## config.mk

```make
export PLATFORM = sky130hd
export DESIGN_NAME = exception_manager
export DESIGN_NICKNAME = d
export VERILOG_FILES = /design/src/common/exc_pkg.sv /design/src/hw/exc_event_decode.sv /design/src/hw/exc_sequencer.sv /design/src/hw/exc_mem_port.sv /design/src/hw/exception_manager.sv
export SDC_FILE = /design/constraint.sdc
export NUM_CORES = 1
export LEC_CHECK = 0
export ABC_AREA = 1
export BUFFER_PORTS_ARGS = -buffer_cell sky130_fd_sc_hd__buf_4
export CAP_MARGIN = 40
export CELL_PAD_IN_SITES_DETAIL_PLACEMENT = 0
export CELL_PAD_IN_SITES_GLOBAL_PLACEMENT = 1
export CORE_MARGIN = 8
export CORE_UTILIZATION = 39
export DETAILED_ROUTE_END_ITERATION = 10
export GPL_ROUTABILITY_DRIVEN = 1
export PLACE_DENSITY_LB_ADDON = 0.1
export SLEW_MARGIN = 20
export SYNTH_ARGS = -nofsm -noshare
export SYNTH_HDL_FRONTEND = slang
export SYNTH_SLANG_ARGS = --single-unit
```

## constraint.sdc

```tcl
create_clock -name iCLOCK -period 9.48 [get_ports iCLOCK]
set_input_delay 1.422 -clock iCLOCK [delete_from_list [all_inputs] [get_ports iCLOCK]]
set_output_delay 1.422 -clock iCLOCK [all_outputs]
set_load 0.01 [all_outputs]
```

## src/common/exc_pkg.sv

```systemverilog
`default_nettype none

package exc_pkg;

	typedef logic [31:0] word_t;
	typedef logic [6:0] irq_num_t;

	// Privilege mode as held in PSR[6:5]
	typedef enum logic [1:0] {
		MODE_KERNEL = 2'b00,
		MODE_USER = 2'b11
	} core_mode_t;

	// Memory operations the sequencer can ask for
	typedef enum logic [2:0] {
		MOP_VECTOR,
		MOP_WR_USPR,
		MOP_RD_USPR,
		MOP_WR_KSPR,
		MOP_RD_KSPR
	} mem_op_t;

	typedef enum logic [1:0] {EV_JUMP, EV_IRQ, EV_RET} ev_kind_t;

	typedef enum logic [1:0] {ST_IDLE, ST_BRANCH, ST_IRQ_ENTRY, ST_IRQ_RET} seq_state_t;

	localparam int PSR_IE_BIT = 2;
	localparam int PSR_MODE_LSB = 5;

	// Task state block placement
	localparam int TASK_STRIDE_SHIFT = 8;
	localparam int TASK_IDX_W = 14;
	localparam word_t TST_KSPR_OFS = 32'h0000_0008;
	localparam word_t TST_USPR_OFS = 32'h0000_000c;

	// Address space id sits in TIDR[31:18]
	localparam int ASID_W = 14;

	function automatic core_mode_t psr_mode(input word_t psr);
		return core_mode_t'(psr[PSR_MODE_LSB +: 2]);
	endfunction

endpackage

`default_nettype wire

```

## src/hw/exc_event_decode.sv

```systemverilog
`timescale 1ns/1ps
`default_nettype none

module exc_event_decode import exc_pkg::*; #(
	parameter int IRQ_NUM_W = 7
) (
	input wire iCLOCK,
	input wire inRESET,
	input wire seq_idle,
	input wire jump,
	input wire irq_req,
	input wire irq_ret,
	input wire interrupt_lock,
	input wire ldst_lock,
	input wire word_t irq_fi0r,
	input wire [IRQ_NUM_W-1:0] irq_num,
	input wire word_t sysreg_spr,
	input wire word_t sysreg_tidr,
	input wire word_t sysreg_tisr,
	input wire word_t sysreg_psr,
	input wire word_t sysreg_ppsr,
	input wire word_t sysreg_pcr,
	input wire word_t sysreg_ppcr,
	input wire word_t sysreg_idtr,
	output logic ev_valid,
	output ev_kind_t ev_kind,
	output logic ev_irq_after_jump,
	output logic refresh,
	output logic pipeline_stop,
	output logic register_lock,
	output word_t snap_spr,
	output word_t snap_tidr,
	output word_t snap_tisr,
	output word_t snap_psr,
	output word_t snap_ppsr,
	output word_t snap_pcr,
	output word_t snap_ppcr,
	output word_t snap_idtr,
	output logic [IRQ_NUM_W-1:0] ev_irq_num,
	output word_t ev_fi0r
);

	logic irq_ok;
	logic sample;

	assign irq_ok = irq_req && !interrupt_lock && sysreg_psr[PSR_IE_BIT];

	// No sampling in the refresh cycle while the sequencer still shows idle
	assign sample = seq_idle && !ev_valid;

	assign refresh = ev_valid;
	assign pipeline_stop = !seq_idle || (irq_ok && !jump);
	// pc_set only ever occurs while the sequencer is busy
	assign register_lock = pipeline_stop || refresh;

	always_ff @(posedge iCLOCK or negedge inRESET) begin
		if (!inRESET) begin
			ev_valid <= 1'b0;
			ev_kind <= EV_JUMP;
			ev_irq_after_jump <= 1'b0;
		end else begin
			ev_valid <= sample && (jump || irq_ok || irq_ret);
			if (sample) begin
				// Jump first, then interrupt, then return
				if (jump) begin
					ev_kind <= EV_JUMP;
				end else if (irq_ok) begin
					ev_kind <= EV_IRQ;
				end else begin
					ev_kind <= EV_RET;
				end
				// Behind a branch the load/store lock gates the interrupt
				ev_irq_after_jump <= jump && irq_req && !ldst_lock && sysreg_psr[PSR_IE_BIT];
			end
		end
	end

	// Register snapshot frozen while a sequence runs
	always_ff @(posedge iCLOCK) begin
		if (sample) begin
			snap_spr <= sysreg_spr;
			snap_tidr <= sysreg_tidr;
			snap_tisr <= sysreg_tisr;
			snap_psr <= sysreg_psr;
			snap_ppsr <= sysreg_ppsr;
			snap_pcr <= sysreg_pcr;
			snap_ppcr <= sysreg_ppcr;
			snap_idtr <= sysreg_idtr;
			ev_irq_num <= irq_num;
			ev_fi0r <= irq_fi0r;
		end
	end

endmodule

`default_nettype wire

```

## src/hw/exc_sequencer.sv

```systemverilog
`timescale 1ns/1ps
`default_nettype none

module exc_sequencer import exc_pkg::*; (
	input wire iCLOCK,
	input wire inRESET,
	input wire ev_valid,
	input wire ev_kind_t ev_kind,
	input wire ev_irq_after_jump,
	input wire word_t snap_spr,
	input wire word_t snap_psr,
	input wire word_t snap_ppsr,
	input wire word_t snap_pcr,
	input wire word_t snap_ppcr,
	input wire word_t ev_fi0r,
	input wire word_t jump_addr,
	input wire mem_done,
	input wire word_t rdata,
	output logic seq_idle,
	output logic bus_claim,
	output logic mem_start,
	output mem_op_t mem_op,
	output word_t wdata,
	output logic pc_set,
	output word_t pc,
	output logic ppcr_set,
	output word_t ppcr,
	output logic fi0r_set,
	output word_t fi0r,
	output logic set_irq_mode,
	output logic clr_irq_mode,
	output logic spr_write,
	output word_t spr,
	output logic irq_ack
);

	// Steps shared by interrupt entry and return
	typedef enum logic [2:0] {
		STEP_VEC_REQ,
		STEP_VEC_WAIT,
		STEP_WR_REQ,
		STEP_WR_WAIT,
		STEP_RD_REQ,
		STEP_RD_WAIT,
		STEP_DONE
	} step_t;

	seq_state_t state;
	step_t step;
	word_t pc_q;
	logic in_mem_seq;
	logic is_entry;
	logic entry_swap;
	logic ret_swap;

	assign is_entry = (state == ST_IRQ_ENTRY);
	assign in_mem_seq = is_entry || (state == ST_IRQ_RET);

	// Stack pointer swap only when crossing the user/kernel boundary
	assign entry_swap = (psr_mode(snap_psr) != MODE_KERNEL);
	assign ret_swap = (psr_mode(snap_ppsr) == MODE_USER);

	always_ff @(posedge iCLOCK or negedge inRESET) begin
		if (!inRESET) begin
			state <= ST_IDLE;
			step <= STEP_VEC_REQ;
			spr_write <= 1'b0;
		end else begin
			spr_write <= 1'b0;
			case (state)
				ST_IDLE: begin
					step <= STEP_VEC_REQ;
					if (ev_valid) begin
						case (ev_kind)
							EV_JUMP: state <= ST_BRANCH;
							EV_IRQ: state <= ST_IRQ_ENTRY;
							default: begin
								state <= ST_IRQ_RET;
								step <= ret_swap ? STEP_WR_REQ : STEP_DONE;
							end
						endcase
					end
				end
				ST_BRANCH: begin
					step <= STEP_VEC_REQ;
					state <= ev_irq_after_jump ? ST_IRQ_ENTRY : ST_IDLE;
				end
				default: begin
					case (step)
						STEP_VEC_REQ: step <= STEP_VEC_WAIT;
						STEP_VEC_WAIT: begin
							if (mem_done) begin
								step <= entry_swap ? STEP_WR_REQ : STEP_DONE;
							end
						end
						STEP_WR_REQ: step <= STEP_WR_WAIT;
						STEP_WR_WAIT: begin
							if (mem_done) begin
								step <= STEP_RD_REQ;
							end
						end
						STEP_RD_REQ: step <= STEP_RD_WAIT;
						STEP_RD_WAIT: begin
							if (mem_done) begin
								step <= STEP_DONE;
								spr_write <= 1'b1;
							end
						end
						default: state <= ST_IDLE;
					endcase
				end
			endcase
		end
	end

	// Target PC tracks jump_addr while idle so the sampled value is kept
	always_ff @(posedge iCLOCK) begin
		if (state == ST_IDLE) begin
			if (!ev_valid) begin
				pc_q <= jump_addr;
			end else if (ev_kind == EV_RET) begin
				pc_q <= snap_ppcr;
			end
		end else if (step == STEP_VEC_WAIT && mem_done) begin
			pc_q <= rdata;
		end
		if (step == STEP_RD_WAIT && mem_done) begin
			spr <= rdata;
		end
	end

	always_comb begin
		case (step)
			STEP_WR_REQ: mem_op = is_entry ? MOP_WR_USPR : MOP_WR_KSPR;
			STEP_RD_REQ: mem_op = is_entry ? MOP_RD_KSPR : MOP_RD_USPR;
			default: mem_op = MOP_VECTOR;
		endcase
	end

	assign mem_start = in_mem_seq &&
		(step == STEP_VEC_REQ || step == STEP_WR_REQ || step == STEP_RD_REQ);
	assign wdata = snap_spr;

	assign seq_idle = (state == ST_IDLE);
	assign bus_claim = !seq_idle;

	assign pc_set = (state == ST_BRANCH && !ev_irq_after_jump) ||
		(in_mem_seq && step == STEP_DONE);
	assign pc = pc_q;

	// Entry directly after sampling, or after the branch cycle
	assign ppcr_set = (ev_valid && ev_kind == EV_IRQ) ||
		(state == ST_BRANCH && ev_irq_after_jump);
	assign ppcr = (state == ST_BRANCH) ? pc_q : snap_pcr;
	assign set_irq_mode = ppcr_set;

	assign irq_ack = is_entry && (step == STEP_DONE);
	assign fi0r_set = irq_ack;
	assign fi0r = ev_fi0r;
	assign clr_irq_mode = (state == ST_IRQ_RET) && (step == STEP_DONE);

endmodule

`default_nettype wire

```

## src/hw/exc_mem_port.sv

```systemverilog
`timescale 1ns/1ps
`default_nettype none

module exc_mem_port import exc_pkg::*; #(
	parameter int IRQ_NUM_W = 7
) (
	input wire iCLOCK,
	input wire inRESET,
	input wire mem_start,
	input wire mem_op_t mem_op,
	input wire word_t wdata,
	input wire [IRQ_NUM_W-1:0] irq_num,
	input wire word_t tidr,
	input wire word_t tisr,
	input wire word_t idtr,
	input wire ldst_busy,
	input wire ldst_valid,
	input wire word_t ldst_rdata,
	output logic mem_done,
	output word_t rdata,
	output logic ldst_req,
	output logic ldst_rw,
	output word_t ldst_addr,
	output word_t ldst_wdata,
	output logic [ASID_W-1:0] asid
);

	typedef enum logic [1:0] {PORT_IDLE, PORT_REQ, PORT_RESP} port_state_t;

	port_state_t state;
	word_t task_base;
	word_t vec_addr;
	word_t next_addr;
	logic next_rw;

	// Task state block of the current task
	assign task_base = tisr + {{(32 - TASK_IDX_W - TASK_STRIDE_SHIFT){1'b0}},
		tidr[TASK_IDX_W-1:0], {TASK_STRIDE_SHIFT{1'b0}}};

	// IDT entries are 8 bytes with the handler address in the upper word
	assign vec_addr = idtr + {{(32 - IRQ_NUM_W - 3){1'b0}}, irq_num, 3'b000} + 32'h4;

	always_comb begin
		next_addr = vec_addr;
		next_rw = 1'b0;
		case (mem_op)
			MOP_WR_USPR: begin
				next_addr = task_base + TST_USPR_OFS;
				next_rw = 1'b1;
			end
			MOP_RD_USPR: next_addr = task_base + TST_USPR_OFS;
			MOP_WR_KSPR: begin
				next_addr = task_base + TST_KSPR_OFS;
				next_rw = 1'b1;
			end
			MOP_RD_KSPR: next_addr = task_base + TST_KSPR_OFS;
			default: next_addr = vec_addr;
		endcase
	end

	always_ff @(posedge iCLOCK or negedge inRESET) begin
		if (!inRESET) begin
			state <= PORT_IDLE;
			mem_done <= 1'b0;
		end else begin
			mem_done <= 1'b0;
			case (state)
				PORT_IDLE: begin
					if (mem_start) begin
						state <= PORT_REQ;
					end
				end
				// Held until the bus is not busy
				PORT_REQ: begin
					if (!ldst_busy) begin
						state <= PORT_RESP;
					end
				end
				default: begin
					if (ldst_valid) begin
						state <= PORT_IDLE;
						mem_done <= 1'b1;
					end
				end
			endcase
		end
	end

	// Request fields latched at start and held through the handshake
	always_ff @(posedge iCLOCK) begin
		if (state == PORT_IDLE && mem_start) begin
			ldst_addr <= next_addr;
			ldst_rw <= next_rw;
			ldst_wdata <= wdata;
		end
		if (state == PORT_RESP && ldst_valid) begin
			rdata <= ldst_rdata;
		end
	end

	assign ldst_req = (state == PORT_REQ);
	assign asid = tidr[31 -: ASID_W];

endmodule

`default_nettype wire

```

## src/hw/exception_manager.sv

```systemverilog
`timescale 1ns/1ps
`default_nettype none

module exception_manager import exc_pkg::*; #(
	parameter int IRQ_NUM_W = $bits(irq_num_t)
) (
	input wire iCLOCK,
	input wire inRESET,
	// Core events
	input wire jump,
	input wire word_t jump_addr,
	input wire irq_req,
	input wire [IRQ_NUM_W-1:0] irq_num,
	input wire word_t irq_fi0r,
	input wire irq_ret,
	input wire interrupt_lock,
	input wire ldst_lock,
	input wire word_t sysreg_spr,
	input wire word_t sysreg_tidr,
	input wire word_t sysreg_tisr,
	input wire word_t sysreg_psr,
	input wire word_t sysreg_ppsr,
	input wire word_t sysreg_pcr,
	input wire word_t sysreg_ppcr,
	input wire word_t sysreg_idtr,
	// Pipeline control
	output logic register_lock,
	output logic pipeline_stop,
	output logic refresh,
	output logic pc_set,
	output word_t pc,
	output logic ppcr_set,
	output word_t ppcr,
	output logic fi0r_set,
	output word_t fi0r,
	output logic set_irq_mode,
	output logic clr_irq_mode,
	output logic spr_write,
	output word_t spr,
	output logic irq_ack,
	// Load/store bus
	output logic bus_claim,
	output logic ldst_req,
	input wire ldst_busy,
	output logic ldst_rw,
	output word_t ldst_addr,
	output word_t ldst_wdata,
	output logic [ASID_W-1:0] asid,
	input wire ldst_valid,
	input wire word_t ldst_rdata
);

	logic seq_idle;
	logic ev_valid;
	ev_kind_t ev_kind;
	logic ev_irq_after_jump;
	word_t snap_spr;
	word_t snap_tidr;
	word_t snap_tisr;
	word_t snap_psr;
	word_t snap_ppsr;
	word_t snap_pcr;
	word_t snap_ppcr;
	word_t snap_idtr;
	logic [IRQ_NUM_W-1:0] ev_irq_num;
	word_t ev_fi0r;
	logic mem_start;
	mem_op_t mem_op;
	word_t mem_wdata;
	logic mem_done;
	word_t mem_rdata;

	exc_event_decode #(
		.IRQ_NUM_W(IRQ_NUM_W)
	) u_decode (
		.iCLOCK(iCLOCK),
		.inRESET(inRESET),
		.seq_idle(seq_idle),
		.jump(jump),
		.irq_req(irq_req),
		.irq_ret(irq_ret),
		.interrupt_lock(interrupt_lock),
		.ldst_lock(ldst_lock),
		.irq_fi0r(irq_fi0r),
		.irq_num(irq_num),
		.sysreg_spr(sysreg_spr),
		.sysreg_tidr(sysreg_tidr),
		.sysreg_tisr(sysreg_tisr),
		.sysreg_psr(sysreg_psr),
		.sysreg_ppsr(sysreg_ppsr),
		.sysreg_pcr(sysreg_pcr),
		.sysreg_ppcr(sysreg_ppcr),
		.sysreg_idtr(sysreg_idtr),
		.ev_valid(ev_valid),
		.ev_kind(ev_kind),
		.ev_irq_after_jump(ev_irq_after_jump),
		.refresh(refresh),
		.pipeline_stop(pipeline_stop),
		.register_lock(register_lock),
		.snap_spr(snap_spr),
		.snap_tidr(snap_tidr),
		.snap_tisr(snap_tisr),
		.snap_psr(snap_psr),
		.snap_ppsr(snap_ppsr),
		.snap_pcr(snap_pcr),
		.snap_ppcr(snap_ppcr),
		.snap_idtr(snap_idtr),
		.ev_irq_num(ev_irq_num),
		.ev_fi0r(ev_fi0r)
	);

	exc_sequencer u_seq (
		.iCLOCK(iCLOCK),
		.inRESET(inRESET),
		.ev_valid(ev_valid),
		.ev_kind(ev_kind),
		.ev_irq_after_jump(ev_irq_after_jump),
		.snap_spr(snap_spr),
		.snap_psr(snap_psr),
		.snap_ppsr(snap_ppsr),
		.snap_pcr(snap_pcr),
		.snap_ppcr(snap_ppcr),
		.ev_fi0r(ev_fi0r),
		.jump_addr(jump_addr),
		.mem_done(mem_done),
		.rdata(mem_rdata),
		.seq_idle(seq_idle),
		.bus_claim(bus_claim),
		.mem_start(mem_start),
		.mem_op(mem_op),
		.wdata(mem_wdata),
		.pc_set(pc_set),
		.pc(pc),
		.ppcr_set(ppcr_set),
		.ppcr(ppcr),
		.fi0r_set(fi0r_set),
		.fi0r(fi0r),
		.set_irq_mode(set_irq_mode),
		.clr_irq_mode(clr_irq_mode),
		.spr_write(spr_write),
		.spr(spr),
		.irq_ack(irq_ack)
	);

	exc_mem_port #(
		.IRQ_NUM_W(IRQ_NUM_W)
	) u_mem (
		.iCLOCK(iCLOCK),
		.inRESET(inRESET),
		.mem_start(mem_start),
		.mem_op(mem_op),
		.wdata(mem_wdata),
		.irq_num(ev_irq_num),
		.tidr(snap_tidr),
		.tisr(snap_tisr),
		.idtr(snap_idtr),
		.ldst_busy(ldst_busy),
		.ldst_valid(ldst_valid),
		.ldst_rdata(ldst_rdata),
		.mem_done(mem_done),
		.rdata(mem_rdata),
		.ldst_req(ldst_req),
		.ldst_rw(ldst_rw),
		.ldst_addr(ldst_addr),
		.ldst_wdata(ldst_wdata),
		.asid(asid)
	);

endmodule

`default_nettype wire

```

==> flow_summary_export.csv <==
group,metric,value,unit
outcome,status,"complete, no violations",
power,power.share.clock,23.1,%
logic_synthesis,synth_adder_area_share,2.07,%
timing,setup_viol,0,
route,wl,55600,um
logic_synthesis,yosys-mux-area-fraction,2.04,%
logic_synthesis,ys.flop_type,"sky130_fd_sc_hd__edfxtp_1",
power,power.internal,4790,uW
clock_tree,cts-hold-fix-buffers,0,
final_layout,most_common_library_cell_in_the_layout_ignoring_fill_and_taps,"sky130_fd_sc_hd__buf_4",
final_layout,syn2layout_area_growth,34.9,%
grt,antenna_violations_before_repair,3,
floorplanning,chipWidth,229,um
timing,final-hold-violation-count,0,
timing,slew-limit-headroom,50.5,%
clock_tree,clkLatencyLatePin,580,ps
route,route.detailed.wl_per_inst,20.6,um
power,power.density,316,nW/um^2
logic_synthesis,synth.avg_cell_area,11.6,sq um
floorplanning,die-area,52400,sq um
timing,post-route-min-period,3810,ps
logic_synthesis,synth-edff-count,392,
logic_synthesis,yosysUniqueCellTypes,42,
clock_tree,post_cts_resize_count,0,
placement,gp_congestion,0.867,
logic_synthesis,synth.ff_latch_count,405,
logic_synthesis,dominant_combinational_cell_family_by_area_after_synthesis,"simple AND/OR/NAND/NOR gates",
worst_setup_path,cp_data_arrival_time,2390,ps
logic_synthesis,syn_inst,1519,
grt,grt_first_pass_wirelength,82800,um
logic_synthesis,synthXorXnorAreaFrac,1.85,%
floorplanning,start_util,39.2,%
floorplanning,io-pin-count,587,
grt,global_route.usage.total,20.7,%
timing,unrepaired_setup_endpoints_after_global_routing,"false",
grt,global_route.usage.met2,37.3,%
clock_tree,cts_inserted_buffers,44,
logic_synthesis,yosys.area_share.simple,17.7,%
logic_synthesis,synth.largest_area_cell,"sky130_fd_sc_hd__edfxtp_1",
logic_synthesis,synthesis.nets,1915,
worst_setup_path,crit_required,8060,ps
logic_synthesis,ys.warnings.count,0,
clock_tree,cts.path.max_buffers,3,
timing,fin_worst_skew,26.6,ps
grt,number_of_global_route_vias_before_repair,13700,
power,p_seq_share,39.0,%
worst_hold_path,hold_path_class,"reg -> reg",
power,power_leakage,0.00994,uW
logic_synthesis,synth_compound_area_share,3.32,%
power,pwr-share-comb,37.9,%
grt,grt_overflow_total,0,
timing,timing.fmax,262,MHz
clock_tree,cts_setup_buffers,0,
clock_tree,clkSlewWorstSetupHoldPaths,60,ps
logic_synthesis,synth_async_sr_flop_share,3.21,%
logic_synthesis,synth-seq-area-share,68.4,%
clock_tree,cts_sinks,405,
final_layout,layout.cells.most_common_list,"529 x sky130_fd_sc_hd__buf_4, 392 x sky130_fd_sc_hd__edfxtp_1, 379 x sky130_fd_sc_hd__nand2_1, 151 x sky130_fd_sc_hd__inv_1, 151 x sky130_fd_sc_hd__nand3_1",
timing,final.period_utilization,40.2,%
logic_synthesis,synth.top_cell.area_share,66.6,%
final_layout,post_route_core_utilization,52.9,%
floorplanning,die_y,229,um
timing,timing.final.ws_setup,5670,ps
timing,timing_max_transition_violations_final,0,
final_layout,post_route_cells_drive_above_1_share,32.5,%
route,drc,0,
worst_setup_path,worst_setup_path_start_kind,"flop",
worst_setup_path,worst-path-max-fanout,35,
power,power.switching,2750,uW
worst_setup_path,setup.worst_path.end_class,"primary output",
route,num_vias,13000,
placement,pre_cts_slack,5980,ps
floorplanning,fp.coreArea,45100,sq um
grt,gr_util_met3,7.31,%
timing,worst_slew_pin_slew,738,ps
job,timing.max_cap.violations,0,
power,switching_share,36.5,%
grt,use_met1,23.0,%
placement,port_buffers,523,
logic_synthesis,synth_top_area_cells,"sky130_fd_sc_hd__edfxtp_1 67%, sky130_fd_sc_hd__nand2_1 8.0%, sky130_fd_sc_hd__nand3_1 4.3%",
placement,detailed_place_hpwl,43200,um
route,drt_pass1_iterations,5,
clock_tree,cts_tree,"done",
worst_setup_path,critical_path_class,"reg -> out",
floorplanning,core.rowCount,78,
route,detail-route-antenna-nets,0,
clock_tree,root_buffer,"sky130_fd_sc_hd__clkbuf_16",
clock_tree,htree_depth,2,
route,via_per_inst,4.81,
timing,setup_total_negative_slack,0,ps
power,design_power_total,7540,uW
route,drt_iter0_markers,827,
final_layout,layout.nets,2461,
grt,grt_start_max_net_pins,207,
grt,busiest_layer,"met2",
logic_synthesis,synth_area,17700,sq um
power,vdd.ir_drop.worst,0.226,mV
layout make-up:
class | count | area [sq um]
Antenna cell | 1 | 2.50
Clock buffer | 58 | 1170
Clock inverter | 21 | 282
Fill cell | 4106 | 21200
Inverter | 162 | 608
Multi-Input combinational cell | 916 | 4800
Sequential cell | 405 | 12100
Tap cell | 600 | 751
Timing Repair Buffer | 536 | 4130
kinds of logic after synthesis:
logic type                 after synthesis
buffers and inverters                  198
DFF                                    405
AOI/OAI and AO/OA                      105
and+or+nand+nor                        717
xor gates and xnor gates                34
adders and majority gates               28
muxes                                   32
per-stage QoR:
step / instance area [sq um] / hold WS (ps) / cells
4_1_cts: 23800 / 390 / 2696
5_1_grt: 23800 / 399 / 2699
3_3_place_gp: 22300 / 400 / 2613
2_1_floorplan: 17700 / 400 / 1519
3_5_place_dp: 22300 / 405 / 2617
6_report: 23800 / 397 / 2699
synthesized netlist by cell type (5+ instances only):
cell type / count
sky130_fd_sc_hd__a21oi_1: 34
sky130_fd_sc_hd__buf_4: 16
sky130_fd_sc_hd__clkbuf_1: 20
sky130_fd_sc_hd__clkinv_1: 5
sky130_fd_sc_hd__dfrtp_1: 13
sky130_fd_sc_hd__edfxtp_1: 392
sky130_fd_sc_hd__ha_1: 26
sky130_fd_sc_hd__inv_1: 152
sky130_fd_sc_hd__inv_2: 5
sky130_fd_sc_hd__mux2_2: 32
sky130_fd_sc_hd__nand2_1: 379
sky130_fd_sc_hd__nand2_2: 10
sky130_fd_sc_hd__nand3_1: 151
sky130_fd_sc_hd__nand4_1: 30
sky130_fd_sc_hd__nor2_1: 92
sky130_fd_sc_hd__nor2_2: 18
sky130_fd_sc_hd__nor3_1: 17
sky130_fd_sc_hd__o211ai_1: 7
sky130_fd_sc_hd__o21ai_0: 43
sky130_fd_sc_hd__xnor2_1: 17
sky130_fd_sc_hd__xor2_1: 13
state kept, by name, summed over array words and instances (netlist names), 2 cells and up:
signal,count
u_decode.ev_irq_num,7
u_seq.step,3
u_decode.snap_ppcr,32
u_decode.snap_tisr,32
u_mem.rdata,32
u_mem.ldst_wdata,32
u_decode.snap_pcr,32
u_decode.ev_fi0r,32
u_decode.snap_spr,32
u_mem.state,2
u_seq.state,2
u_seq.pc,32
u_decode.snap_idtr,32
u_decode.snap_ppsr,2
u_decode.snap_psr,2
u_seq.spr,32
u_mem.ldst_addr,32
u_decode.snap_tidr,28
u_decode.ev_kind,2
final timing paths:
path                                                 start                                endpoint  slack (ps)  cells past startpoint
max in group asynchronous                          inRESET               u_seq.step[1]$_DFFE_PN0P_        8610                      1
hold / removal              u_decode.snap_spr[8]$_DFFE_PP_           u_mem.ldst_wdata[8]$_DFFE_PP_         400                      0
setup / recovery                u_seq.state[1]$_DFFE_PN0P_                            set_irq_mode        5670                      5
min in group asynchronous                          inRESET  u_decode.ev_irq_after_jump$_DFFE_PN0P_         690                      1
setup reg to reg           u_decode.snap_tidr[0]$_DFFE_PP_           u_mem.ldst_addr[26]$_DFFE_PP_        6240                     13
hold reg to reg             u_decode.snap_spr[8]$_DFFE_PP_           u_mem.ldst_wdata[8]$_DFFE_PP_         400                      0
power groups by stage:
stage	logic (uW)	registers [uW]	clock network [uW]
final	2850	2940	1740
after detailed placement	2880	2980	0
after CTS	2890	2960	1790
after global placement	2820	2980	0
after floorplan	1560	3160	0
after global routing	3170	3000	1840
per-layer routing:
layer,up-vias,part of all wire (%),wire [um]
met4,2,1.7,934
met3,65,8.2,4570
met2,369,52,29100
li1,6353,-,-
met1,6191,38,21000
met5,-,0.029,16
worst max-delay path: stages (launching register included):
cell,delay [ps]
sky130_fd_sc_hd__dfrtp_1,430
sky130_fd_sc_hd__inv_1,160
sky130_fd_sc_hd__nand2_1,70
sky130_fd_sc_hd__buf_4,270
sky130_fd_sc_hd__o21ai_0,630
sky130_fd_sc_hd__buf_4,240
No activity file was read; power rests on OpenSTA's default activity.
